**src/common/ooo_pkg.sv**
```systemverilog
package ooo_pkg;

    // ------------------------------------------------------------------
    // core-wide widths
    localparam int WORD_W    = 32;
    localparam int TAG_W     = 5;
    // external beat plus the cluster write-back beat
    localparam int CDB_COUNT = 2;

    typedef logic [WORD_W-1:0] word_t;
    typedef logic [TAG_W-1:0]  rob_id_t;

    // value only meaningful once ready is set
    typedef struct packed {
        logic    ready;
        rob_id_t tag;
        word_t   value;
    } operand_t;

    // one common data bus beat
    typedef struct packed {
        logic    valid;
        rob_id_t tag;
        word_t   value;
    } cdb_t;

endpackage

```
**src/common/mdu_pkg.sv**
```systemverilog
package mdu_pkg;

    import ooo_pkg::*;

    // ------------------------------------------------------------------
    // issue queue sizing
    localparam int IQ_DEPTH       = 4;
    localparam int DISPATCH_WIDTH = 2;
    localparam int IQ_PTR_W       = $clog2(IQ_DEPTH);
    localparam int IQ_CNT_W       = $clog2(IQ_DEPTH + 1);

    // divider step counter, one quotient bit per step
    localparam int DIV_CNT_W      = $clog2(WORD_W);

    typedef enum logic [1:0] {
        MDU_MUL   = 2'd0,
        MDU_MULHU = 2'd1,
        MDU_DIVU  = 2'd2,
        MDU_REMU  = 2'd3
    } mdu_op_t;

    typedef struct packed {
        logic     valid;
        mdu_op_t  op;
        rob_id_t  tag;
        operand_t src_a;
        operand_t src_b;
    } mdu_instr_t;

    typedef struct packed {
        mdu_op_t op;
        rob_id_t tag;
        word_t   src_a;
        word_t   src_b;
    } mdu_req_t;

    typedef struct packed {
        logic    valid;
        rob_id_t tag;
        word_t   value;
    } mdu_res_t;

endpackage

```
**src/mdu_iq/iq_entry.sv**
```systemverilog
`timescale 1ns/1ps

module iq_entry import ooo_pkg::*, mdu_pkg::*; (
    input  logic                     clk,
    input  logic                     reset_i,
    input  logic                     flush_i,
    input  logic                     init_i,
    input  mdu_instr_t               instr_i,
    input  cdb_t [CDB_COUNT-1:0]     cdb_i,
    input  logic                     release_i,
    output mdu_instr_t               instr_o,
    output logic                     ready_o
);

    mdu_instr_t entry_q;
    mdu_instr_t entry_d;

    // capture a waiting operand from any matching beat
    function automatic operand_t snoop(operand_t opnd, cdb_t [CDB_COUNT-1:0] cdb);
        operand_t res;
        res = opnd;
        for (int k = 0; k < CDB_COUNT; k++) begin
            if (!opnd.ready && cdb[k].valid && cdb[k].tag == opnd.tag) begin
                res.ready = 1'b1;
                res.value = cdb[k].value;
            end
        end
        return res;
    endfunction

    always_comb begin
        entry_d = entry_q;
        if (release_i) begin
            entry_d.valid = 1'b0;
        end
        // new instruction is checked against the bus in the same cycle
        if (init_i) begin
            entry_d = instr_i;
        end
        entry_d.src_a = snoop(entry_d.src_a, cdb_i);
        entry_d.src_b = snoop(entry_d.src_b, cdb_i);
    end

    always_ff @(posedge clk) begin
        if (reset_i || flush_i) begin
            entry_q.valid <= 1'b0;
        end else begin
            entry_q <= entry_d;
        end
    end

    assign instr_o = entry_q;
    assign ready_o = entry_q.valid && entry_q.src_a.ready && entry_q.src_b.ready;

endmodule

```
**src/mdu_iq/mdu_iq.sv**
```systemverilog
`timescale 1ns/1ps

module mdu_iq import ooo_pkg::*, mdu_pkg::*; (
    input  logic                              clk,
    input  logic                              reset_i,
    input  logic                              flush_i,
    input  mdu_instr_t [DISPATCH_WIDTH-1:0]   dispatch_i,
    output logic                              dispatch_ready_o,
    input  cdb_t       [CDB_COUNT-1:0]        cdb_i,
    output mdu_req_t                          mul_req_o,
    output mdu_req_t                          div_req_o,
    output logic                              mul_valid_o,
    output logic                              div_valid_o,
    input  logic                              mul_ready_i,
    input  logic                              div_ready_i
);

    logic [IQ_PTR_W-1:0]       head_q;
    logic [IQ_PTR_W-1:0]       tail_q;
    logic [IQ_PTR_W-1:0]       slot1_pos;
    logic [IQ_CNT_W-1:0]       free_q;
    logic [IQ_CNT_W-1:0]       free_d;
    logic [DISPATCH_WIDTH-1:0] disp_ok;
    logic [1:0]                disp_cnt;

    mdu_instr_t [IQ_DEPTH-1:0] entry_instr;
    mdu_instr_t [IQ_DEPTH-1:0] entry_wdata;
    logic       [IQ_DEPTH-1:0] entry_ready;
    logic       [IQ_DEPTH-1:0] entry_init;
    logic       [IQ_DEPTH-1:0] entry_release;

    mdu_instr_t head_instr;
    logic       head_ready;
    logic       head_is_div;
    logic       issue;
    mdu_req_t   head_req;

    // ------------------------------------------------------------------
    // dispatch at the tail, slot 0 first
    assign disp_ok[0] = dispatch_i[0].valid && dispatch_ready_o;
    assign disp_ok[1] = dispatch_i[1].valid && dispatch_ready_o;
    assign disp_cnt   = 2'(disp_ok[0]) + 2'(disp_ok[1]);
    assign slot1_pos  = tail_q + IQ_PTR_W'(disp_ok[0]);

    assign free_d = free_q - IQ_CNT_W'(disp_cnt) + IQ_CNT_W'(issue);

    always_ff @(posedge clk) begin
        if (reset_i || flush_i) begin
            head_q           <= '0;
            tail_q           <= '0;
            free_q           <= IQ_CNT_W'(IQ_DEPTH);
            dispatch_ready_o <= 1'b1;
        end else begin
            head_q           <= head_q + IQ_PTR_W'(issue);
            tail_q           <= tail_q + IQ_PTR_W'(disp_cnt);
            free_q           <= free_d;
            // room for a full dispatch group
            dispatch_ready_o <= free_d >= IQ_CNT_W'(DISPATCH_WIDTH);
        end
    end

    // ------------------------------------------------------------------
    // queue slots
    for (genvar i = 0; i < IQ_DEPTH; i++) begin : g_entry
        assign entry_init[i] = (disp_ok[0] && tail_q == IQ_PTR_W'(i))
                            || (disp_ok[1] && slot1_pos == IQ_PTR_W'(i));
        assign entry_wdata[i] = (disp_ok[1] && slot1_pos == IQ_PTR_W'(i))
                              ? dispatch_i[1] : dispatch_i[0];
        assign entry_release[i] = issue && head_q == IQ_PTR_W'(i);

        iq_entry u_entry (
            .clk       (clk),
            .reset_i   (reset_i),
            .flush_i   (flush_i),
            .init_i    (entry_init[i]),
            .instr_i   (entry_wdata[i]),
            .cdb_i     (cdb_i),
            .release_i (entry_release[i]),
            .instr_o   (entry_instr[i]),
            .ready_o   (entry_ready[i])
        );
    end

    // ------------------------------------------------------------------
    // in-order issue from the head, steered by op
    assign head_instr  = entry_instr[head_q];
    assign head_ready  = entry_ready[head_q];
    assign head_is_div = head_instr.op inside {MDU_DIVU, MDU_REMU};

    assign mul_valid_o = head_ready && !head_is_div;
    assign div_valid_o = head_ready && head_is_div;
    assign issue       = (mul_valid_o && mul_ready_i) || (div_valid_o && div_ready_i);

    assign head_req = '{
        op:    head_instr.op,
        tag:   head_instr.tag,
        src_a: head_instr.src_a.value,
        src_b: head_instr.src_b.value
    };

    assign mul_req_o = head_req;
    assign div_req_o = head_req;

endmodule

```
**src/mdu/mdu_mul.sv**
```systemverilog
`timescale 1ns/1ps

module mdu_mul import ooo_pkg::*, mdu_pkg::*; (
    input  logic     clk,
    input  logic     reset_i,
    input  logic     flush_i,
    input  mdu_req_t req_i,
    input  logic     valid_i,
    output logic     ready_o,
    output mdu_res_t res_o,
    input  logic     grant_i
);

    logic                         advance;
    logic                         s1_valid_q;
    mdu_op_t                      s1_op_q;
    rob_id_t                      s1_tag_q;
    // partial products on the low and high half of operand b
    logic [WORD_W+WORD_W/2-1:0]   s1_pp_lo_q;
    logic [WORD_W+WORD_W/2-1:0]   s1_pp_hi_q;
    logic [2*WORD_W-1:0]          product;
    mdu_res_t                     res_q;

    // whole pipe moves only when the output slot frees up
    assign advance = !res_q.valid || grant_i;
    assign ready_o = advance;

    assign product = {{(WORD_W/2){1'b0}}, s1_pp_lo_q} + {s1_pp_hi_q, {(WORD_W/2){1'b0}}};

    always_ff @(posedge clk) begin
        if (reset_i || flush_i) begin
            s1_valid_q  <= 1'b0;
            res_q.valid <= 1'b0;
        end else if (advance) begin
            s1_valid_q  <= valid_i;
            s1_op_q     <= req_i.op;
            s1_tag_q    <= req_i.tag;
            s1_pp_lo_q  <= req_i.src_a * req_i.src_b[WORD_W/2-1:0];
            s1_pp_hi_q  <= req_i.src_a * req_i.src_b[WORD_W-1:WORD_W/2];
            res_q.valid <= s1_valid_q;
            res_q.tag   <= s1_tag_q;
            res_q.value <= (s1_op_q == MDU_MULHU) ? product[2*WORD_W-1:WORD_W]
                                                  : product[WORD_W-1:0];
        end
    end

    assign res_o = res_q;

endmodule

```
**src/mdu/mdu_div.sv**
```systemverilog
`timescale 1ns/1ps

module mdu_div import ooo_pkg::*, mdu_pkg::*; (
    input  logic     clk,
    input  logic     reset_i,
    input  logic     flush_i,
    input  mdu_req_t req_i,
    input  logic     valid_i,
    output logic     ready_o,
    output mdu_res_t res_o,
    input  logic     grant_i
);

    logic                 busy_q;
    logic                 done_q;
    logic [DIV_CNT_W-1:0] cnt_q;
    mdu_op_t              op_q;
    rob_id_t              tag_q;
    word_t                dvs_q;
    // partial remainder and dividend/quotient shift register
    word_t                rem_q;
    word_t                quo_q;
    logic [WORD_W:0]      shifted;
    logic [WORD_W:0]      diff;
    logic                 accept;

    assign ready_o = !busy_q && !done_q;
    assign accept  = valid_i && ready_o;

    // ------------------------------------------------------------------
    // restoring step
    // with a zero divisor every trial succeeds, so the quotient fills
    // with ones and the dividend ends up in the remainder
    assign shifted = {rem_q, quo_q[WORD_W-1]};
    assign diff    = shifted - {1'b0, dvs_q};

    always_ff @(posedge clk) begin
        if (reset_i || flush_i) begin
            busy_q <= 1'b0;
            done_q <= 1'b0;
            cnt_q  <= '0;
        end else if (accept) begin
            busy_q <= 1'b1;
            cnt_q  <= '0;
        end else if (busy_q) begin
            cnt_q <= cnt_q + 1'b1;
            if (cnt_q == '1) begin
                busy_q <= 1'b0;
                done_q <= 1'b1;
            end
        end else if (grant_i) begin
            done_q <= 1'b0;
        end
    end

    always_ff @(posedge clk) begin
        if (accept) begin
            op_q  <= req_i.op;
            tag_q <= req_i.tag;
            dvs_q <= req_i.src_b;
            quo_q <= req_i.src_a;
            rem_q <= '0;
        end else if (busy_q) begin
            if (!diff[WORD_W]) begin
                rem_q <= diff[WORD_W-1:0];
                quo_q <= {quo_q[WORD_W-2:0], 1'b1};
            end else begin
                rem_q <= shifted[WORD_W-1:0];
                quo_q <= {quo_q[WORD_W-2:0], 1'b0};
            end
        end
    end

    assign res_o = '{
        valid: done_q,
        tag:   tag_q,
        value: (op_q == MDU_REMU) ? rem_q : quo_q
    };

endmodule

```
**src/wb_arbiter.sv**
```systemverilog
`timescale 1ns/1ps

module wb_arbiter import mdu_pkg::*; (
    input  logic     clk,
    input  logic     reset_i,
    input  logic     flush_i,
    input  mdu_res_t mul_res_i,
    input  mdu_res_t div_res_i,
    output logic     mul_grant_o,
    output logic     div_grant_o,
    output mdu_res_t wb_o,
    input  logic     wb_ready_i
);

    // 1 when the divider won the last granted beat
    logic last_div_q;
    // stalled beat keeps its source until taken
    logic lock_q;
    logic lock_sel_q;
    logic pick_div;
    logic sel_div;
    logic sent;

    assign pick_div = div_res_i.valid && (!mul_res_i.valid || !last_div_q);
    assign sel_div  = lock_q ? lock_sel_q : pick_div;

    assign wb_o = sel_div ? div_res_i : mul_res_i;
    assign sent = wb_o.valid && wb_ready_i;

    assign mul_grant_o = sent && !sel_div;
    assign div_grant_o = sent && sel_div;

    always_ff @(posedge clk) begin
        if (reset_i || flush_i) begin
            last_div_q <= 1'b0;
            lock_q     <= 1'b0;
            lock_sel_q <= 1'b0;
        end else begin
            lock_q     <= wb_o.valid && !wb_ready_i;
            lock_sel_q <= sel_div;
            if (sent) begin
                last_div_q <= sel_div;
            end
        end
    end

endmodule

```
**src/mdu_cluster.sv**
```systemverilog
`timescale 1ns/1ps

module mdu_cluster import ooo_pkg::*, mdu_pkg::*; (
    input  logic                            clk,
    input  logic                            reset_i,
    input  logic                            flush_i,
    input  mdu_instr_t [DISPATCH_WIDTH-1:0] dispatch_i,
    output logic                            dispatch_ready_o,
    input  cdb_t                            cdb_ext_i,
    output mdu_res_t                        wb_o,
    input  logic                            wb_ready_i
);

    mdu_req_t             mul_req;
    mdu_req_t             div_req;
    logic                 mul_valid;
    logic                 div_valid;
    logic                 mul_ready;
    logic                 div_ready;
    mdu_res_t             mul_res;
    mdu_res_t             div_res;
    logic                 mul_grant;
    logic                 div_grant;
    cdb_t [CDB_COUNT-1:0] cdb;

    // snooped beats: outside unit, then our own sent result
    assign cdb[0] = cdb_ext_i;
    assign cdb[1] = '{valid: wb_o.valid && wb_ready_i, tag: wb_o.tag, value: wb_o.value};

    mdu_iq u_iq (
        .clk              (clk),
        .reset_i          (reset_i),
        .flush_i          (flush_i),
        .dispatch_i       (dispatch_i),
        .dispatch_ready_o (dispatch_ready_o),
        .cdb_i            (cdb),
        .mul_req_o        (mul_req),
        .div_req_o        (div_req),
        .mul_valid_o      (mul_valid),
        .div_valid_o      (div_valid),
        .mul_ready_i      (mul_ready),
        .div_ready_i      (div_ready)
    );

    mdu_mul u_mul (
        .clk     (clk),
        .reset_i (reset_i),
        .flush_i (flush_i),
        .req_i   (mul_req),
        .valid_i (mul_valid),
        .ready_o (mul_ready),
        .res_o   (mul_res),
        .grant_i (mul_grant)
    );

    mdu_div u_div (
        .clk     (clk),
        .reset_i (reset_i),
        .flush_i (flush_i),
        .req_i   (div_req),
        .valid_i (div_valid),
        .ready_o (div_ready),
        .res_o   (div_res),
        .grant_i (div_grant)
    );

    wb_arbiter u_arb (
        .clk         (clk),
        .reset_i     (reset_i),
        .flush_i     (flush_i),
        .mul_res_i   (mul_res),
        .div_res_i   (div_res),
        .mul_grant_o (mul_grant),
        .div_grant_o (div_grant),
        .wb_o        (wb_o),
        .wb_ready_i  (wb_ready_i)
    );

endmodule

```
**config.mk**
```make
export PLATFORM = sky130hd
export DESIGN_NAME = mdu_cluster
export DESIGN_NICKNAME = d
export VERILOG_FILES = /design/src/common/ooo_pkg.sv /design/src/common/mdu_pkg.sv /design/src/mdu_iq/iq_entry.sv /design/src/mdu_iq/mdu_iq.sv /design/src/mdu/mdu_mul.sv /design/src/mdu/mdu_div.sv /design/src/wb_arbiter.sv /design/src/mdu_cluster.sv
export SDC_FILE = /design/constraint.sdc
export NUM_CORES = 2
export LEC_CHECK = 0
export ABC_AREA = 1
export BUFFER_PORTS_ARGS = -buffer_cell sky130_fd_sc_hd__clkbuf_2
export CAP_MARGIN = 20
export CORE_UTILIZATION = 55
export DETAILED_ROUTE_END_ITERATION = 8
export GPL_TIMING_DRIVEN = 0
export PLACE_DENSITY_LB_ADDON = 0.08
export RECOVER_POWER = 100
export SYNTH_ARGS = -nofsm -noshare
export SYNTH_HDL_FRONTEND = slang
export SYNTH_SLANG_ARGS = --single-unit
```
**constraint.sdc**
```tcl
create_clock -name clk -period 10.2 [get_ports clk]
set_input_delay 1.53 -clock clk [delete_from_list [all_inputs] [get_ports clk]]
set_output_delay 1.53 -clock clk [all_outputs]
set_load 0.005 [all_outputs]
```
---- Yosys cells after proc, flatten, opt, wreduce, memory -nomap -nowiden ----
Cells that the tools add are included.
cells by class
  add/sub/neg operators ................... 9
  multiply operators ...................... 2
  magnitude comparators ................... 2
  eq/ne operators ......................... 31
  muxes and demuxes ....................... 46
  bitwise operators ....................... 2
  reduce and logical (&&, ||, !) cells .... 128
operators by type and width
  kind                   number
  $mux W32               21
  $mux W84               8
  $bmux W84 S2           1
  $mul A32 B16 Y48       2
  $mux W83               1
  $eq A5 B5 Y1           16
  $add A48 B64 Y64       1
  $logic_and A1 B1 Y1    64
  $mux W38               1
  $sub A33 B32 Y33       1
  $reduce_and A2 Y1      13
  $reduce_bool A3 Y1     8
  $eq A2 B2 Y1 const B   9
  $reduce_or A2 Y1       9
  $logic_not A1 Y1       15
  $reduce_bool A2 Y1     7
  $mux W1                13
  $eq A2 B1 Y1 const B   4
  $logic_or A1 B1 Y1     8
  $logic_not A2 Y1       3
  $add A5 B1 Y5 const B  1
  $eq A5 B5 Y1 const B   1
  $add A2 B1 Y2          2
  $add A3 B1 Y3          1
  other kinds (9)        10
word-level totals
  register bits after elaboration ......... 599
  bits of input ports ..................... 210
  logic and storage cells ................. 279

---- Logic depth before layout (Yosys ltp) ----
  depth in word-level cells ............... 18
  mapped depth ............................ 36

---- Modules after synthesis ----
From an unflattened synthesis, not the netlist that was laid out.
unflattened totals
  cells, all modules ...................... 11078
  area total of the unflattened synthesis .. 79535.0 um2
by module, submodules not included
  module       instances  cells each  area each (um2)
  mdu_mul      1          5619        42221.7
  iq_entry     4          729         5516.5
  mdu_div      1          1137        7519.7
  mdu_iq       1          1256        7043.0
  wb_arbiter   1          148         676.9
  mdu_cluster  1          2           7.5

---- Least setup slack after synthesis ----
Ideal clock, no wire load.
  path kind ............................... in2reg
  start ................................... input port flush_i
  end ..................................... register u_mul.res_q, in the netlist u_mul.res_o[0], enable pin
  arrival ................................. 7.844 ns
  data required time ...................... 9.559 ns
  path slack .............................. 1.715 ns
  cell stages on the path ................. 4
  path through ............................ nor2_1 > inv_1 > clkbuf_1 > nor2_1
between the ends
  cells in the longest elaborated chain, start to end .. 3
ends and longest elaborated chain
  item                         RTL line          text
  start, declared              mdu_cluster.sv:6  input logic flush_i,
  $logic_or A1 B1 Y1           mdu_mul.sv:31     if (reset_i || flush_i) begin
  $not A1 Y1 (no line)         n/a
  $reduce_and A2 Y1 (no line)  n/a
  end, declared                mdu_mul.sv:22     mdu_res_t res_q;
Every way passes these cells.
A chain may end at the register's enable or synchronous reset.

==> summary.txt <==
Min path
  – Min-Delay Path Class: reg2reg
  – Hold Path Cell Cnt: 0

Routing
  – Drt via density: 6.428
  – Post-DRT Antenna Nets: 0
  – DRC Markers: 25
  – Total wire length: 359.7 mm
  – Initial DRC Count: 12.87k
  – First-pass detailed-route iteration total: 9
  – Avg WL per Cell: 29.98 um
  – Via count: 77.12k

Timing
  – Skew final: 27.85 ps
  – Fin crit share: 99.39%
  – Fmax achieved: 98.64 MHz
  – Max_slew headroom: -142.6%
  – Slew of the pin with the lowest slew margin: 3639 ps
  – Unrepaired setup endpoints after global routing: no
  – Count of pins over their slew limit: 633
  – Final Hold Vio Count: 0
  – Setup violators final: 0
  – Setup TNS after final layout: 0 ps
  – Final Critical Period: 10140 ps

Logic synthesis
  – Synth Register Bits: 599
  – Yosys Warn Count: 0
  – Distinct cells, synth: 57
  – Syn Nets: 11.16k
  – Post-synth EDFFs: 543
  – Post-Synthesis Cells: 9793
  – Post-synth top flop: edfxtp_1
  – Sequential share of the synthesized area: 23.51%
  – Avg Cell Area, Syn: 7.569 um^2
  – Asr flop ratio synth: 0%
  – Post-synthesis instance area: 74130 um^2

Place
  – GPL Wtd Cong: 1.117
  – Dpl hpwl: 290.5 mm
  – Port Buf Inserts: 212

Flow run
  – Max-cap violation count: 34

CTS
  – Worst-path clk slew: 60 ps
  – Max clock buf depth: 3
  – H-tree depth: 3
  – Clock sinks: 599
  – Clock root cell: clkbuf_16
  – Num CTS Buffers: 66
  – # hold bufs at CTS: 0
  – TritonCTS clock tree: done
  – Clk_lat worst skew: 660 ps

Final layout
  – Layout cell share with drive strength beyond 1: 6.416%
  – Final Core Density: 60.16%
  – Layout area overhead: 8.450%
  – # nets final: 11.51k

Global route
  – First-pass GRT wire length: 507.3 mm
  – Total grt overflow: 0
  – Initial antenna violation count: 51
  – Total track usage: 52.27%
  – Vias in the first global route: 73.34k
  – Largest net degree at the start of global routing: 58

Floorplan
  – # IOs: 249
  – Starting Density: 55.47%
  – Die area: 136200 um^2
  – Core area: 133600 um^2
  – Cell Rows: 134
  – Die span in x: 369.1 um
  – Die Y: 369.1 um

Outcome
  – Failing checks: DRC, capacitance limit, slew limit
  – Run status: finished with violations

Worst setup path
  – Worst-case reg-to-reg path depth: 32
  – Critical path's slowest cell: clkinv_1
  – Data required, critical path: 10580 ps
  – Most used cell, CP: nand2_1
  – Crit path max fanout: 10
  – Setup CP Type: reg2reg
  – Critical path's largest stage delay: 960 ps
  – Worst Path Arrival: 10520 ps
  – Startpoint type of the worst setup path: flop
  – Critical path endpoint category: flop
-- cell usage in the layout, fill, tap and decap left out, drive strengths merged, types with 17 or more instances in the layout --
cell type	synthesis	final
clkbuf	332	702
and2	43	43
a21o	18	18
nand4	447	447
or2	24	24
a221oi	24	24
xnor2	52	52
clkinv	37	57
nor3	47	47
nand2	2610	2610
nor2	1303	1303
dfxtp	56	56
fa	839	839
diode	0	37
edfxtp	543	543
ha	313	313
a211oi	193	193
a31oi	63	63
o21ai	339	339
a21oi	223	223
o21a	17	17
nand3	352	352
xor2	74	74
buf	248	230
inv	1388	1391
a22oi	116	116
o21bai	24	24
-- routing by layer --
metal | vias to the layer above | share of wire (%) | routed length (um) | global-route usage [%]
li1 | 32069 | - | - | -
met1 | 36445 | 36 | 128100 | 67.67
met2 | 7058 | 38 | 137900 | 69.52
met5 | - | 0.15 | 534 | 0.7479
met3 | 1510 | 18 | 65510 | 25.04
met4 | 37 | 7.7 | 27570 | 32.33
-- stage by stage --
stage	setup slack (ps)	std cells	hold WS, ps	cell area, um^2
floorplan	1715	9793	400.3	74130
global placement	-1518	11773	400.7	77400
detailed placement	54.55	11829	407.4	78550
CTS	46.49	11946	421.7	80840
global route	7.687	11977	428.6	80340
finish	61.79	11998	420.0	80390
-- cells by family after synthesis --
family / Yosys count / share of synthesized area, %
buffers and inverters: 2005 / 10.75
adders and majority gates: 1152 / 27.94
xor gates and xnor gates: 126 / 1.489
DFF: 599 / 23.51
AOI/OAI and AO/OA: 1050 / 8.821
and+or+nand+nor: 4861 / 27.49
-- critical path, delay by kind of cell (launching register included) --
kind | cells | cell delay [ps]
AND/OR/NAND/NOR | 11 | 1770
AO/OA/AOI/OAI | 4 | 1560
flip-flops | 1 | 390
buffers and inverters | 10 | 3290
adder cells (fa/ha/maj) | 7 | 2820
-- flip-flops by register name, summed over array words and instances (netlist names) --
register	flops
u_iq.g_entry.u_entry.instr_o	336
u_mul.s1_pp_hi_q	48
u_mul.s1_pp_lo_q	48
u_mul.res_o	38
u_div.dvs_q	32
u_div.quo_q	32
u_div.rem_q	32
u_div.cnt_q	5
u_div.tag_q	5
u_mul.s1_tag_q	5
u_iq.free_q	3
u_div.op_q	2
u_iq.head_q	2
u_iq.tail_q	2
u_mul.s1_op_q	2
u_arb.last_div_q	1
u_arb.lock_q	1
u_arb.lock_sel_q	1
u_div.busy_q	1
u_div.done_q	1
u_iq.dispatch_ready_o	1
u_mul.s1_valid_q	1
-- timing repair --
action	in CTS	in global routing
endpoints found under the setup margin	0	17
gates resized for setup	0	26
buffers inserted	0	0
-- final timing paths --
| check | startpoint | slack, ps | end |
|---|---|---|---|
| min | u_mul.s1_tag_q[3] | 420 | u_mul.res_o[35] |
| max reg2reg | u_iq.head_q[1] | 60 | u_mul.s1_pp_hi_q[33] |
| min reg2reg | u_mul.s1_tag_q[3] | 420 | u_mul.res_o[35] |
| max | u_iq.head_q[1] | 60 | u_mul.s1_pp_hi_q[33] |
-- cells in the mapped netlist, types with 12 or more instances --
master / number / share of area, %
a211oi_1: 193 / 2.0
a21o_1: 18 / 0.18
a21oi_1: 218 / 1.5
a221oi_1: 15 / 0.18
a22oi_1: 116 / 1.2
a31oi_1: 63 / 0.53
and2_1: 42 / 0.35
buf_1: 28 / 0.14
buf_2: 194 / 1.3
buf_6: 17 / 0.26
clkbuf_1: 302 / 1.5
clkbuf_2: 30 / 0.20
clkinv_1: 37 / 0.19
dfxtp_1: 56 / 1.5
edfxtp_1: 543 / 22
fa_1: 839 / 23
ha_1: 313 / 5.3
inv_1: 1369 / 6.9
inv_2: 19 / 0.096
nand2_1: 2595 / 13
nand3_1: 341 / 2.3
nand3b_1: 16 / 0.16
nand4_1: 447 / 3.8
nor2_1: 1270 / 6.4
nor2_2: 28 / 0.24
nor3_1: 46 / 0.31
nor4_1: 12 / 0.10
o21a_1: 17 / 0.17
o21ai_0: 327 / 2.2
o21bai_1: 24 / 0.24
xnor2_1: 52 / 0.61
xor2_1: 74 / 0.87
-- cell type report --
cell class | count | area (um^2)
Clock inverter | 43 | 580.6
Antenna cell | 37 | 92.59
Timing Repair Buffer | 285 | 1833
Inverter | 1425 | 5364
Fill cell | 12337 | 53240
Tap cell | 1768 | 2212
Buffer | 578 | 2494
Multi-Input combinational cell | 7189 | 48680
Sequential cell | 599 | 17430
Clock buffer | 74 | 1703
Power is left out: the tool's default activity adds up to more than one toggle a clock period on the data nets, which glitch-free logic cannot reach.
